`config.mk`:
```
export PLATFORM = sky130hd
export DESIGN_NAME = addressSequencer
export DESIGN_NICKNAME = d
export VERILOG_FILES = /design/src/logic/seqPkg.sv /design/src/logic/addressSequencer.sv
export VERILOG_INCLUDE_DIRS = /design/src /design/src/include
export SDC_FILE = /design/constraint.sdc
export NUM_CORES = 1
export LEC_CHECK = 0
export BUFFER_PORTS_ARGS = -buffer_cell sky130_fd_sc_hd__buf_2
export CAP_MARGIN = 40
export CORE_MARGIN = 3
export CORE_UTILIZATION = 33
export CTS_CLUSTER_DIAMETER = 120
export CTS_CLUSTER_SIZE = 30
export DETAILED_ROUTE_END_ITERATION = 7
export PLACE_DENSITY = 0.72
export SYNTH_ARGS = -nofsm -noshare
export SYNTH_HDL_FRONTEND = slang
export SYNTH_SLANG_ARGS = --single-unit
```
`constraint.sdc`:
```
create_clock -name CLK -period 1.5 [get_ports CLK]
set_clock_uncertainty 0.15 [all_clocks]
set_input_delay 0.225 -clock CLK [delete_from_list [all_inputs] [get_ports CLK]]
set_output_delay 0.225 -clock CLK [all_outputs]
set_load 0.02 [all_outputs]
```
`src/include/sequencer_settings.svh`:
```
`ifndef SEQUENCER_SETTINGS_SVH
`define SEQUENCER_SETTINGS_SVH

// Control store addressing, 2K words
`define CRAM_ADDR_W 11

// Execution payload carried with each microword
`define PAYLOAD_W 16

// Condition flags seen by skip and dispatch
`define FLAG_W 16

// Return stack geometry
`define STACK_DEPTH 8
`define STACK_PTR_W 3
`define STACK_CNT_W 4

// Credits granted to the execution unit after reset
`define CREDIT_MAX 4
`define CREDIT_W 3

`endif

```
`src/logic/seqPkg.sv`:
```
`include "sequencer_settings.svh"

package seqPkg;

  ////////////////////////////////////////////////////////////////////////////
  // Next-address modes of a microword
  ////////////////////////////////////////////////////////////////////////////

  // FORCE sends the sequencer to the all-ones trap address
  typedef enum logic [2:0] {
    NEXT_J   = 3'd0,
    DISPATCH = 3'd1,
    SKIP     = 3'd2,
    CALL     = 3'd3,
    RETURN   = 3'd4,
    FORCE    = 3'd5
  } seqMode;

  ////////////////////////////////////////////////////////////////////////////
  // Select field, read one of two ways depending on mode
  ////////////////////////////////////////////////////////////////////////////

  // Dispatch reading: source number and placement of the value
  typedef struct packed {
    logic [2:0] dispSrc;
    logic [1:0] dispShift;
  } dispatchView;

  // Skip reading: flag index and optional inversion
  typedef struct packed {
    logic       skipInvert;
    logic [3:0] skipCond;
  } skipView;

  typedef union packed {
    dispatchView disp;
    skipView     skip;
  } selField;

  // One control store word, 35 bits
  typedef struct packed {
    logic [`CRAM_ADDR_W-1:0] jump;
    seqMode                  mode;
    selField                 sel;
    logic [`PAYLOAD_W-1:0]   payload;
  } microWord;

endpackage

```
`src/logic/addressSequencer.sv`:
```
`timescale 1ns/1ps
`include "sequencer_settings.svh"

module addressSequencer (
  input  logic                    CLK,
  input  logic                    RESET,
  input  logic                    advance,
  input  seqPkg::microWord        word,
  input  logic [`CRAM_ADDR_W-1:0] dispValue,
  input  logic                    skipBit,
  input  logic [`CRAM_ADDR_W-1:0] stackTop,
  input  logic [`STACK_CNT_W-1:0] depthCount,
  input  logic [1:0]              diagSel,
  output logic [`CRAM_ADDR_W-1:0] crAddr,
  output logic                    push,
  output logic                    pop,
  output logic [`CRAM_ADDR_W-1:0] pushAddr,
  output logic [`CRAM_ADDR_W-1:0] diagData
);

  import seqPkg::*;

  localparam int AW = `CRAM_ADDR_W;

  logic [AW-1:0] nextAddr;

  ////////////////////////////////////////////////////////////////////////////
  // Next address
  ////////////////////////////////////////////////////////////////////////////

  // Dispatch, skip and return values are ORed onto the jump field
  always_comb begin
    case (word.mode)
      NEXT_J:   nextAddr = word.jump;
      DISPATCH: nextAddr = word.jump | dispValue;
      SKIP:     nextAddr = word.jump | AW'(skipBit);
      CALL:     nextAddr = word.jump;
      RETURN:   nextAddr = word.jump | stackTop;
      FORCE:    nextAddr = '1;
      // Unused mode codes behave as a plain jump
      default:  nextAddr = word.jump;
    endcase
  end

  always_ff @(posedge CLK) begin
    if (RESET) begin
      crAddr <= '0;
    end else if (advance) begin
      crAddr <= nextAddr;
    end
  end

  // Stack moves only when the word is actually issued
  assign push     = advance && (word.mode == CALL);
  assign pop      = advance && (word.mode == RETURN);
  assign pushAddr = crAddr;

  ////////////////////////////////////////////////////////////////////////////
  // Diagnostic readback
  ////////////////////////////////////////////////////////////////////////////

  always_comb begin
    case (diagSel)
      2'd0:    diagData = crAddr;
      2'd1:    diagData = stackTop;
      2'd2:    diagData = AW'(depthCount);
      default: diagData = dispValue;
    endcase
  end

endmodule

```
== After elaboration in Yosys (flattened, before gate mapping) ==
Cells that the tools add are included.

* Add/sub/neg operators: 0
* Multiply operators: 0
* Divide/modulo/power cells: 0
* $lt $le $gt $ge: 0
* Equality and inequality tests: 7
* Shifts and indexed selects: 0
* Mux-type cells: 2
* Bitwise gates (word level): 3
* Reduce and logical (&&, ||, !) cells: 3

{| class="wikitable"
|+ Operator list
! operator !! count
|-
| one-hot mux 11 bit (4 select lines) || 1
|-
| one-hot mux 11 bit (3 select lines) || 1
|-
| OR 11 bit || 2
|-
| OR 11 x 1 -> 11 bit || 1
|-
| == test 3 x 2 -> 1 bit, second input constant || 2
|-
| == test 3 bit, second input constant || 2
|-
| == test 3 x 1 -> 1 bit, second input constant || 1
|-
| == test 2 x 1 -> 1 bit, second input constant || 1
|-
| == test 2 bit, second input constant || 1
|-
| logical AND 1 bit || 2
|-
| logical NOT 2 bit || 1
|}

* Bits in registers: 11
* Latch bits: 0
* Bits in writable memories: 0
* Bits in read-only memories: 0
* Input port bits: 67
* Output and inout bits: 35
* Logic and storage cells: 16
* Memories: 0

== Longest topological paths before layout ==
Gate-level depths: netlist of run 1.

* Depth after elaboration: 2
* Mapped depth: 6
* Mapped depth without buffers: 4

== Worst setup path after synthesis of run 1 ==
OpenSTA, ideal clock, no wires.

* Path type: input -> output
* Start point: input port word[22] (netlist name)
* End point: output port pop
* Arrival: 1075 ps
* Required time: 1125 ps
* Slack: 50 ps
* Stages on the path: 4
* Buffers on the path: 2
* Cell sequence: buf_6 nor2b_1 clkbuf_1 and3b_1

* Cells in the longest elaborated chain, start to end: 2

{| class="wikitable"
|+ RTL lines
! what !! RTL line !! RTL
|-
| start: declaration || addressSequencer.sv:8 || <nowiki>input seqPkg::microWord word,</nowiki>
|-
| == test 3 bit || addressSequencer.sv:55 || <nowiki>assign pop = advance && (word.mode == RETURN);</nowiki>
|-
| logical AND 1 bit || addressSequencer.sv:55 ||
|-
| end: declaration || addressSequencer.sv:16 || <nowiki>output logic pop,</nowiki>
|}

Every way passes these cells.

== Final worst setup path of run 1 ==
* Start point: register crAddr[0]
* End point: output port diagData[0]

* Cells in the longest elaborated chain, start to end: 1

{| class="wikitable"
|+ RTL lines
! what !! RTL line !! RTL
|-
| start: declaration || addressSequencer.sv:14 || <nowiki>output logic [`CRAM_ADDR_W-1:0] crAddr,</nowiki>
|-
| start signal: assignment || addressSequencer.sv:49 || <nowiki>crAddr <= nextAddr;</nowiki>
|-
| one-hot mux 11 bit (3 select lines) || addressSequencer.sv:63 || <nowiki>case (diagSel)</nowiki>
|-
| end: declaration || addressSequencer.sv:18 || <nowiki>output logic [`CRAM_ADDR_W-1:0] diagData</nowiki>
|}

Every way passes these cells.

==> flow_results.org, run 1 <==
** Floorplanning
- During I/O placement, the number of pins put on the boundary was 102.
- The initial utilization of the core area, before any placement, comes to 0.3563.
- Overall die height :: 64.35 um
- The floorplan has 20 rows.
- Die W :: 64.35 um
- The region available for standard cell placement spans 3153 um2.
- The die covers 4141 um2.

** Yosys
- Fraction of post-synthesis cell area in the top cell type by area :: 0.1960
- In this run, distinct cell masters in the synthesized netlist total 27.
- Synthesis inferred 11 register bits.
- Synthesis handed over a netlist of 141 instances.
- For this run, asynchronously set or reset flops after synthesis account for 0.
- In this run the cell area of the synthesized design comes to 1124 um2.
- In this run, synthesis inferred 0 flip-flops with an integrated enable.
- For this run, the register share of the synthesized area comes to 0.1960.
- Average cell area after synthesis :: 7.969 um2
- After synthesis, the cell types taking the most area are sky130_fd_sc_hd__dfxtp_1 20%, sky130_fd_sc_hd__o21a_1 13%, sky130_fd_sc_hd__a21oi_1 8.5%.
- Cell accounting for the most synthesized area :: sky130_fd_sc_hd__dfxtp_1
- In the synthesized netlist the dominant register cell turns out to be sky130_fd_sc_hd__dfxtp_1.
- When the netlist entered floorplanning its net count stood at 208.
- Yosys warning count :: 0

** Clock tree
- Clock-pin slew was measured on the worst setup and hold paths at 0.09 ns.
- TritonCTS built the clock tree.
- The longest clock path from root to sink contains 2 buffers.
- Number of sinks handled by clock tree synthesis :: 11
- At the later pin of the worst-skew pair, clock insertion delay measures 0.27 ns.
- CTS H-tree depth :: 1
- Number of clock buffers inserted by TritonCTS :: 3
- After clock tree synthesis, the flow added hold-fix buffers numbering 0.
- The root buffer cell chosen for the clock tree is sky130_fd_sc_hd__clkbuf_4.

** Worst setup path
- For this run, the slowest stage of the critical path takes 0.45 ns.
- CP delay by family, top :: multiplexers
- Crit path launch type :: flop
- Crit path max fanout :: 2
- Worst Path Arrival :: 1.19 ns
- The critical path starts at crAddr[0].
- The critical path goes through mux4_2, buf_6.
- RR Startpoint :: crAddr[0]
- Endpoint type of the worst setup path :: output port
- Critical Path RT :: 1.12 ns
- Crit path buf inv count :: 1
- Kind of critical path :: flop to output port
- CP max-delay cell :: sky130_fd_sc_hd__mux4_2

** Global route
- The number of global-route vias before repair was 1395.
- Total gr overflow :: 0
- Combined global-route utilization of all metal layers :: 0.1831
- Global-route wire length before repair :: 6113 um
- The initial antenna violation count was 0.
- Largest net degree at the start of global routing :: 15

** Routing
- Routed Antenna Nets :: 0
- Drt via density :: 5.153
- For this block, the routed nets add up to 3791 um of wire.
- The first routing iteration left 34 violations.
- The final route contains 1381 vias.
- Number of design rule violations left after detail routing :: 0
- Dividing the detail-routed wire length by the instance count gives 14.15 um.
- The first TritonRoute pass finished after 4 iterations.

** Finish
- Post-layout instance area :: 1665 um2
- Compared with the post-synthesis result, the final layout area differs by 48.22%.
- Number of antenna cells inserted :: 0
- Of the cells placed in the final design, the portion with a size suffix greater than 1 is 0.5313.
- The register with the most flip-flops in the layout has 11 of them.
- Fill cell total of the finished layout :: 346
- At the end of the flow, the number of nets in the layout was 292.
- More flip-flops sit in one register than any other, and that register is crAddr.
- Top flop regs :: crAddr x11

** Placement
- Once detailed placement completed, the half-perimeter wirelength came to 2897 um.
- Placer's final routability congestion estimate :: 0.7982
- The placed instances occupy a cell area of 1569 um2.
- Number of I/O port buffers :: 80
- DP Worst Slack :: -0.02697 ns

** Timing
- Highest attainable clock frequency :: 637.5 MHz
- Across all setup checks in the final design, the least slack found is -0.06852 ns.
- Final period utilization :: 1.046
- The worst pin sits at a relative slew slack of 0.7672.
- The number of endpoints with negative hold slack in the final report came to 0.
- The count of final max-slew check failures was 0.
- Setup repair after global routing could not meet its margin everywhere.
- In the final timing run, aggregate negative setup slack is -0.2399 ns.
- Counting I/O delays and the setup requirement, the final critical path takes 1.569 ns.
- Setup violations remaining at the end of the flow were counted as 4.
- Post-Route Hold Slack :: 0.1312 ns
- At the pin with the least slew margin, the transition time is 0.3492 ns.

** Power and ir drop
- Of the total power, registers draw 0.310.
- Dividing total power by cell area gives a power density of 655.4 nW/um2.
- Switching portion of total power :: 0.3814
- Clk network pwr share :: 0.199
- In this run the static leakage power is 0.8322 nW.
- Power spent charging and discharging nets :: 0.0004162 W
- VDD sags by at most 309.5 uV.
- Gate power share :: 0.491
- The completed layout was analyzed and its total power is 0.001091 W.
- Internal :: 0.0006752 W

** Worst hold path
- Worst min-delay path category :: input pin to flop
- Min-Delay Startpoint :: word[34]

** Status
- Violated checks :: negative setup slack
- Status :: finished, violations left

** Run
- Max-cap violations in this run came to 0.
[power by group through the flow]
stage	Sequential (W)	Clock, W	Combinational (W)
5_1_grt	0.000342	0.000235	0.000584
3_3_place_gp	0.000345	0	0.000493
2_1_floorplan	0.000373	0	0.000294
6_report	0.000338	0.000217	0.000536
3_5_place_dp	0.000346	0	0.000498
4_1_cts	0.000336	0.000222	0.000534
[through the flow]
stage                     utilization  instances
final                          0.5282        268
after global routing           0.5282        268
after detailed placement       0.4976        260
after CTS                      0.5250        268
after floorplan                     -        141
after global placement         0.4976        260
[cells in the final DEF, fill, tap and decap left out, types with 2 or more instances in the layout]
| cell type | count |
|---|---|
| sky130_fd_sc_hd__nor2b_1 | 4 |
| sky130_fd_sc_hd__o21ai_0 | 7 |
| sky130_fd_sc_hd__dfxtp_1 | 3 |
| sky130_fd_sc_hd__o21ai_1 | 2 |
| sky130_fd_sc_hd__nor2_1 | 2 |
| sky130_fd_sc_hd__o21bai_1 | 10 |
| sky130_fd_sc_hd__mux4_2 | 4 |
| sky130_fd_sc_hd__nand2b_1 | 2 |
| sky130_fd_sc_hd__buf_4 | 25 |
| sky130_fd_sc_hd__buf_2 | 74 |
| sky130_fd_sc_hd__buf_6 | 4 |
| sky130_fd_sc_hd__a21oi_1 | 19 |
| sky130_fd_sc_hd__clkbuf_4 | 3 |
| sky130_fd_sc_hd__o21a_1 | 20 |
| sky130_fd_sc_hd__mux2i_1 | 7 |
| sky130_fd_sc_hd__nand2_1 | 8 |
| sky130_fd_sc_hd__dfxtp_2 | 8 |
| sky130_fd_sc_hd__o22ai_1 | 10 |
[tightest hold or removal path, cell delays in order]
cell and delay (ns):
sky130_fd_sc_hd__buf_2 0.09, sky130_fd_sc_hd__o22ai_1 0.08, sky130_fd_sc_hd__a21oi_1 0.13
[layout make-up]
cell class                      instances  area [um2]  area share
Timing Repair Buffer                  103       603.1      0.3621
Tap cell                               44       55.05     0.03306
Clock buffer                            4       26.28     0.01578
Sequential cell                        11       230.2      0.1382
Inverter                                1       3.754    0.002254
Multi-Input combinational cell        105       747.0      0.4485
[cell families (layout without fill, tap and decap cells)]
logic type	count (synthesis)	after routing	share of synthesized area
XOR/XNOR	1	1	0.007797
multiplexers	11	11	0.1425
flip-flops	11	11	0.1960
AND/OR/NAND/NOR	20	20	0.09577
buffers and inverters	25	108	0.1392
AO/OA/AOI/OAI	73	73	0.4187
[final timing paths]
kind / endpoint / slack (ns) / cells after the start
worst max-delay path: diagData[0] / -0.07 / 2
worst min-delay path: crAddr[10] / 0.13 / 3
worst max register to register: crAddr[0] / 0.54 / 3
worst min register to register: crAddr[9] / 0.38 / 2
[per-layer routing]
metal	global-route usage	vias to the layer above	wire, um
met1	0.2351	633	1594
met4	0.05277	0	62
met2	0.3067	59	1795
met3	0.03866	7	339
met5	0	-	0
li1	-	682	-
[synth_stat cells, types with 2 or more instances]
| master | instances |
|---|---|
| sky130_fd_sc_hd__a21oi_1 | 19 |
| sky130_fd_sc_hd__buf_2 | 5 |
| sky130_fd_sc_hd__buf_4 | 11 |
| sky130_fd_sc_hd__buf_6 | 2 |
| sky130_fd_sc_hd__clkbuf_1 | 6 |
| sky130_fd_sc_hd__dfxtp_1 | 11 |
| sky130_fd_sc_hd__mux2i_1 | 7 |
| sky130_fd_sc_hd__mux4_2 | 4 |
| sky130_fd_sc_hd__nand2_1 | 8 |
| sky130_fd_sc_hd__nand2b_1 | 2 |
| sky130_fd_sc_hd__nor2_1 | 2 |
| sky130_fd_sc_hd__nor2b_1 | 4 |
| sky130_fd_sc_hd__o21a_1 | 20 |
| sky130_fd_sc_hd__o21ai_0 | 9 |
| sky130_fd_sc_hd__o21bai_1 | 10 |
| sky130_fd_sc_hd__o22ai_1 | 10 |
[timing repair]
action | CTS | global route
setup buffers | 4 | 0
endpoints found under the setup margin | 4 | 10
gates resized for setup | 12 | 9
cloned | 0 | 0
No activity file was read; power rests on OpenSTA's default activity.
==> inputs of run 2 (changes only) <==
==> constraint.sdc (replaced) <==
create_clock -name CLK -period 1.5 [get_ports CLK]
set_clock_uncertainty 0.15 [all_clocks]
set_input_delay 0.075 -clock CLK [delete_from_list [all_inputs] [get_ports CLK]]
set_output_delay 0.075 -clock CLK [all_outputs]
set_load 0.02 [all_outputs]
==> run 2 against run 1 <==
  * The flow now finishes without violations
  * Flip-flop and latch count did not move
  * Wire length shrank 3.0%
  * Utilization decreased by 2.5 points
  * Via count is 2.0% lower
  * Clock power is 3% lower
  * Power shrank 4.5%
  * Global-route usage is 0.55 points lower
  * Critical path depth unchanged
  * Combinational power down 8.4%
  * Register-to-register slack better by 0.07 ns
  * Largest power group unchanged
==> flow_results.org, run 2 (synthesis gave the netlist of run 1 again) <==
** Floorplanning
- In this run the vertical extent of the chip is 64.35 um.
- The die covers 4141 um2.
- In this run the horizontal extent of the chip is 64.35 um.
- The core region is 3153 um2.
- Rows :: 20
- For this configuration, the core starts out at a cell density of 0.3563.
- Count of boundary I/O pins :: 102

** Clock tree
- CTS H-tree depth :: 1
- TritonCTS built the clock tree.
- Post-CTS Setup Repair Bufs :: 0
- In this run the clock root is driven by a sky130_fd_sc_hd__clkbuf_4.
- The number of clock buffers added by TritonCTS is 3.
- The clock passes through at most 2 buffers.
- Clock transition at path regs :: 0.08 ns
- Clock latency on the worst-skew pair, taken at its later pin, is 0.26 ns.
- The clock net in this run drives a total of 11 sinks.

** Worst setup path
- Data on the critical path is required at its endpoint by 1.27 ns.
- Crit path max fanout :: 4
- The worst setup path is captured at an output port.
- For this design, the slowest cell found on the critical path is sky130_fd_sc_hd__mux4_2.
- For this run, the slowest stage of the critical path takes 0.45 ns.
- Crit path buf inv count :: 1
- By startpoint and endpoint, the worst setup path is classified as flop to output port.
- Worst Path Arrival :: 1.23 ns
- STA classifies the critical path startpoint as a flop.
- CP delay by family, top :: multiplexers
- The signal on the critical path passes through mux4_2, buf_2.

** Power and ir drop
- Leakage :: 0.7789 nW
- IR analysis of the VDD net gives a maximum drop of 304.3 uV.
- In this run the power density over the cells is 657.3 nW/um2.
- Power comes to 0.001042 W.

** Routing
- The routed layout has 1354 vias.
- The detail route stage leaves a number of antenna-violating nets equal to 0.
- After detailed routing, the wire length on met1 is 1634 um.
- After detailed routing, the average wire length per cell comes to 14.14 um.
- Number of design rule violations left after detail routing :: 0
- After detailed routing, no signal wire sits above met4.
- The first TritonRoute pass finished after 4 iterations.
- The routed design uses 1713 um of met2 wire.
- In this run, the number of DRC markers left after iteration 0 of detailed routing was 57.
- The final layout contains routed wiring with a total length of 3677 um.
- The routed design uses 299 um of met3 wire.
- Drt via density :: 5.208

** Global route
- The first global-routing pass estimated 5934 um of wire.
- Summed over all layers, the global routing overflow is 0.
- Entering global routing, the biggest net connects 25 pins.
- The initial antenna violation count was 0.
- Combined global-route utilization of all metal layers :: 0.1776
- Number of global-route vias before repair :: 1234

** Placement
- The HPWL after detailed placement is 2778 um.
- The congestion estimate from routability-driven global placement came to 0.7219.
- DP Worst Slack :: 0.04100 ns
- Counting tap cells, the placed design contains a total of 249 instances.
- Number of I/O port buffers :: 80

** Timing
- Setup violations remaining at the end of the flow were counted as 0.
- Setup slack closes at 0.04650 ns.
- Number of hold violations in the final report :: 0
- RSZ-0062 raised after global routing :: no
- For the pin with the worst max-slew slack, the measured transition is 0.4287 ns.
- Relative slew slack :: 0.7142
- The count of final max-slew check failures came to 0.
- Post-Route Hold Slack :: 0.0008256 ns
- Highest attainable clock frequency :: 688.0 MHz
- In the finished design, the share of the clock period the worst path needs comes to 0.9690.
- Setup TNS :: 0 ns
- The clock period could shrink to 1.454 ns.

** Finish
- For this run, the post-layout net count is 284.
- The repair_antennas step left the layout with diodes totalling 0.
- The library cell used most frequently in the layout, excluding fill and tap cells, is sky130_fd_sc_hd__buf_2.
- Top flop regs :: crAddr x11
- Compared with the post-synthesis result, the final layout area differs by 41.09%.
- The register with the most flip-flops in the final layout is crAddr.
- For this run, the number of standard cells in the final layout without fillers is 260.
- Commonest cells after routing, fill and taps aside :: 79 x sky130_fd_sc_hd__buf_2, 20 x sky130_fd_sc_hd__o21a_1, 19 x sky130_fd_sc_hd__a21oi_1, 11 x sky130_fd_sc_hd__dfxtp_1
- The register with the most flip-flops in the layout has 11 of them.
- Share of layout cells above drive strength 1 :: 0.4444

** Status
- The run finished with clean final reports.

** Worst hold path
- The tightest min-delay check is of the input pin to flop type.

** Run
- Across the run, the number of max-cap violations was 0.
==> run 2: changes by cell type in the layout (fill, tap and decap cells not counted), sizes merged <==
cell / previous run / this run
dlygate4sd3: 0 / 7
buf: 103 / 88
==> run 2: where the power goes <==
group	total (W)	internal, W	switching [W]
clock network	0.000211	0.000103	0.000108
registers	0.000340	0.000317	0.0000231
logic	0.000491	0.000221	0.000271
total	0.00104	0.000640	0.000402
==> run 2: tightest hold or removal path: stages <==
cell and delay [ns]:
sky130_fd_sc_hd__buf_2 0.09, sky130_fd_sc_hd__o22ai_1 0.08, sky130_fd_sc_hd__a21oi_1 0.14
==> run 2: final timing paths <==
kind / startpoint / to / slack, ns / cells past startpoint
setup / recovery: crAddr[3] / diagData[3] / 0.05 / 2
hold / removal: word[29] / crAddr[5] / 0.0008 / 3
setup reg to reg: crAddr[0] / crAddr[0] / 0.61 / 2
hold reg to reg: crAddr[0] / crAddr[0] / 0.36 / 2
==> run 2: what timing repair did <==
item                       in CTS  in global routing
hold buffers                    7                  0
setup endpoints to repair       0                  1
gates resized for setup         0                  1
hold endpoints to repair        7                  0
==> run 2: layout make-up <==
class | count | area [um2]
tap | 44 | 55.05
fill | 334 | 1568
sequential | 11 | 220.2
inverter | 1 | 3.754
multi-input combinational | 105 | 747.0
clock buffer | 4 | 26.28
timing repair buffer | 95 | 533.0
==> run 2: stage by stage <==
step	area [um2]	utilization
2_1_floorplan	1124	-
3_5_place_dp	1486	0.4714
4_1_cts	1583	0.5020
5_1_grt	1585	0.5028
6_report	1585	0.5028
3_3_place_gp	1486	0.4714
==> run 2: routing by layer <==
layer,up-vias,track usage
li1,664,-
met1,619,0.2380
met2,67,0.2964
met3,4,0.02812
met4,0,0.04222
met5,-,0
==> inputs of run 3 (changes only) <==
--- a/config.mk
+++ b/config.mk
@@ -8,12 +8,15 @@
 export LEC_CHECK = 0
 export BUFFER_PORTS_ARGS = -buffer_cell sky130_fd_sc_hd__buf_2
 export CAP_MARGIN = 40
+export CELL_PAD_IN_SITES_DETAIL_PLACEMENT = 1
+export CELL_PAD_IN_SITES_GLOBAL_PLACEMENT = 1
 export CORE_MARGIN = 3
-export CORE_UTILIZATION = 33
+export CORE_UTILIZATION = 25
+export CTS_BUF_LIST = sky130_fd_sc_hd__clkbuf_4 sky130_fd_sc_hd__clkbuf_8
 export CTS_CLUSTER_DIAMETER = 120
 export CTS_CLUSTER_SIZE = 30
 export DETAILED_ROUTE_END_ITERATION = 7
-export PLACE_DENSITY = 0.72
+export PLACE_DENSITY_LB_ADDON = 0.1
 export SYNTH_ARGS = -nofsm -noshare
 export SYNTH_HDL_FRONTEND = slang
 export SYNTH_SLANG_ARGS = --single-unit
==> run 3 against run 2 <==
  * Setup slack improved by 0.033 ns
  * Clock-buffer cell count unchanged
  * Power increased by 13%
  * Critical path type unchanged
  * Critical endpoint is now diagData[1]
  * Wire length increased by 28%
  * Clock power increased by 65%
==> flow_results.org, run 3 (synthesis gave the netlist of run 1 again) <==
** Worst setup path
- Delay of the slowest cell on the worst path :: 0.44 ns
- CP max-delay cell :: sky130_fd_sc_hd__mux4_2
- The critical path ends at diagData[1].
- Crit path max fanout :: 4
- The number of buffers and inverters on the critical path is 1.
- Kind of critical path :: flop to output port
- The critical path goes through mux4_2, buf_2.
- Grouping stages by cell kind, the critical path spends the most delay in multiplexers.
- Measured in cells, the most critical reg-to-reg path has a length of 2.
- In this run the register-to-register setup slack is 0.61 ns.
- In this run the critical register-to-register path is captured at crAddr[0].
- Critical Path RT :: 1.27 ns
- The critical path crosses 2 cells after its start point.
- Crit path launch type :: flop
- RR Startpoint :: crAddr[0]
- Worst Path Arrival :: 1.20 ns
- The worst setup path is captured at an output port.
- First element of the critical path :: crAddr[1]

** Finish
- Largest Register :: crAddr
- Number of antenna cells inserted :: 0
- Commonest cells after routing, fill and taps aside :: 80 x sky130_fd_sc_hd__buf_2, 20 x sky130_fd_sc_hd__o21a_1, 19 x sky130_fd_sc_hd__a21oi_1, 11 x sky130_fd_sc_hd__dfxtp_1
- Flip-flop count of the largest register after layout :: 11
- P&R area growth vs syn :: 36.64%
- Post-layout instance area :: 1535 um2
- Most common cell after layout, fill and taps aside :: sky130_fd_sc_hd__buf_2
- Top flop regs :: crAddr x11
- Share of layout cells above drive strength 1 :: 0.4615
- Utilization after layout :: 0.3679
- Nets :: 276
- Fill cells in the final layout number 535.

** Status
- Status :: finished clean

** Global route
- Largest net degree at the start of global routing :: 25
- Combined global-route utilization of all metal layers :: 0.1783
- The initial antenna violation count came to 0.
- The first global-routing pass estimated 7196 um of wire.
- The total overflow left after global routing is 0.
- The number of global-route vias before repair was 1456.

** Placement
- Estimated wirelength of the detail-placed design :: 3571 um
- Summing all placed instances gives a cell area of 1486 um2.
- Timing analysis after detailed placement gives a worst setup slack of -0.01167 ns.
- At the end of routability-driven placement, the weighted congestion stood at 0.7250.
- In this run the tool buffered the top-level ports with 80 buffer cells.

** Timing
- Relative slew slack :: 0.6931
- Of the available clock period, the critical path in the final layout requires 0.9467.
- Transition time at the pin with the least slew margin :: 0.4603 ns
- Max-slew violation count :: 0
- The number of endpoints with negative hold slack in the final report is 0.
- RSZ-0062 raised after global routing :: no
- Setup slack on the critical path of the routed design comes to 0.07991 ns.
- The smallest clock period supported by the final layout is computed as 1.420 ns.
- Setup violations remaining at the end of the flow were counted as 0.
- Highest attainable clock frequency :: 704.2 MHz

** Floorplanning
- The die covers 5335 um2.
- Rows :: 23
- 102 I/O pins were placed.
- The core region is 4173 um2.
- The initial utilization of the core area, before any placement, comes to 0.2693.
- From bottom edge to top edge, the die measures 73.04 um.
- Die W :: 73.04 um

** Clock tree
- Buffers added to address setup during post-CTS repair amount to 0.
- The clock reaches the later pin of the worst-skew pair after 0.25 ns.
- Quantity of gates resized following cts :: 0
- TritonCTS built the clock tree.
- In this run the deepest clock path goes through 2 buffers.
- Buffers inserted to repair hold after CTS numbered 0.
- Counting every sink on the clock net gives 11.
- The tree is rooted in a sky130_fd_sc_hd__clkbuf_8.
- TritonCTS created 3 clock buffers.
- Clock transition at path regs :: 0.06 ns
- In this run the number of H-tree levels came out at 1.

** Power and ir drop
- Total power after layout :: 0.001176 W
- Leakage :: 0.7550 nW
- Power per unit of standard cell area :: 766.3 nW/um2
- Across the VDD grid, the largest voltage drop is 224.1 uV.

** Routing
- Number of design-rule violations left by the first detailed-router iteration :: 9
- Once detail routing completed, the nets flagged for antenna violations numbered 0.
- First-pass detailed-route iteration total :: 5
- Using the TritonRoute via totals, the vias-per-cell ratio works out to 5.267.
- Routed wire per std cell :: 18.28 um
- Number of design rule violations left after detail routing :: 0
- Aggregate routed wire length :: 4717 um
- The routed layout has 1359 vias.

** Worst hold path
- Worst min-delay path category :: input pin to flop
- Number of cells on the worst hold path :: 3

** Run
- Across the run, the number of max-cap violations was 0.
## run 3: where the power goes
group          leakage, nW  switching, W  internal [W]  total [W]
combinational        0.637      0.000282      0.000206   0.000488
sequential          0.0916     0.0000234      0.000317   0.000340
clock               0.0262      0.000142      0.000206   0.000348
## run 3: stage by stage
| step | std cells | hold WS, ns | setup TNS, ns |
|---|---|---|---|
| final | 258 | 0.005353 | 0 |
| after global routing | 258 | 0.02648 | 0 |
| after CTS | 258 | 0.002882 | 0 |
| after detailed placement | 254 | 0.2656 | -0.01167 |
| after global placement | 254 | 0.2532 | 0 |
| after floorplan | 141 | 0.09068 | 0 |
## run 3: how the worst min path moves through the flow
stage	from	end	slack [ns]
final	word[24]	crAddr[0]	0.005
after global routing	word[25]	crAddr[1]	0.03
after CTS	word[24]	crAddr[0]	0.003
after detailed placement	word[24]	crAddr[0]	0.27
after global placement	word[25]	crAddr[1]	0.25
after floorplan	RESET	crAddr[4]	0.09
## run 3: cell type report
type                    instances  area [um2]  share of cell area
multi-input cells             105       747.0              0.4866
repair buffers                 87       452.9              0.2950
flip-flops and latches         11       220.2              0.1434
well taps                      50       62.56             0.04075
clock buffers                   4       48.80             0.03178
inverters                       1       3.754            0.002445
## run 3: worst reg2reg max path, delay by kind of cell (launching register included)
family	cells	cell delay (ns)
compound gates	1	0.23
buf+inv	1	0.05
flops	1	0.37
## run 3: metal layers
metal  routed length [um]  vias up  share of wire  GRT usage
met4                  131        0          0.028    0.07992
met2                 2473       50           0.52     0.3347
met5                    0        -              0          0
li1                     -      646              -          -
met1                 1838      651           0.39     0.1947
met3                  273       12          0.058    0.02479
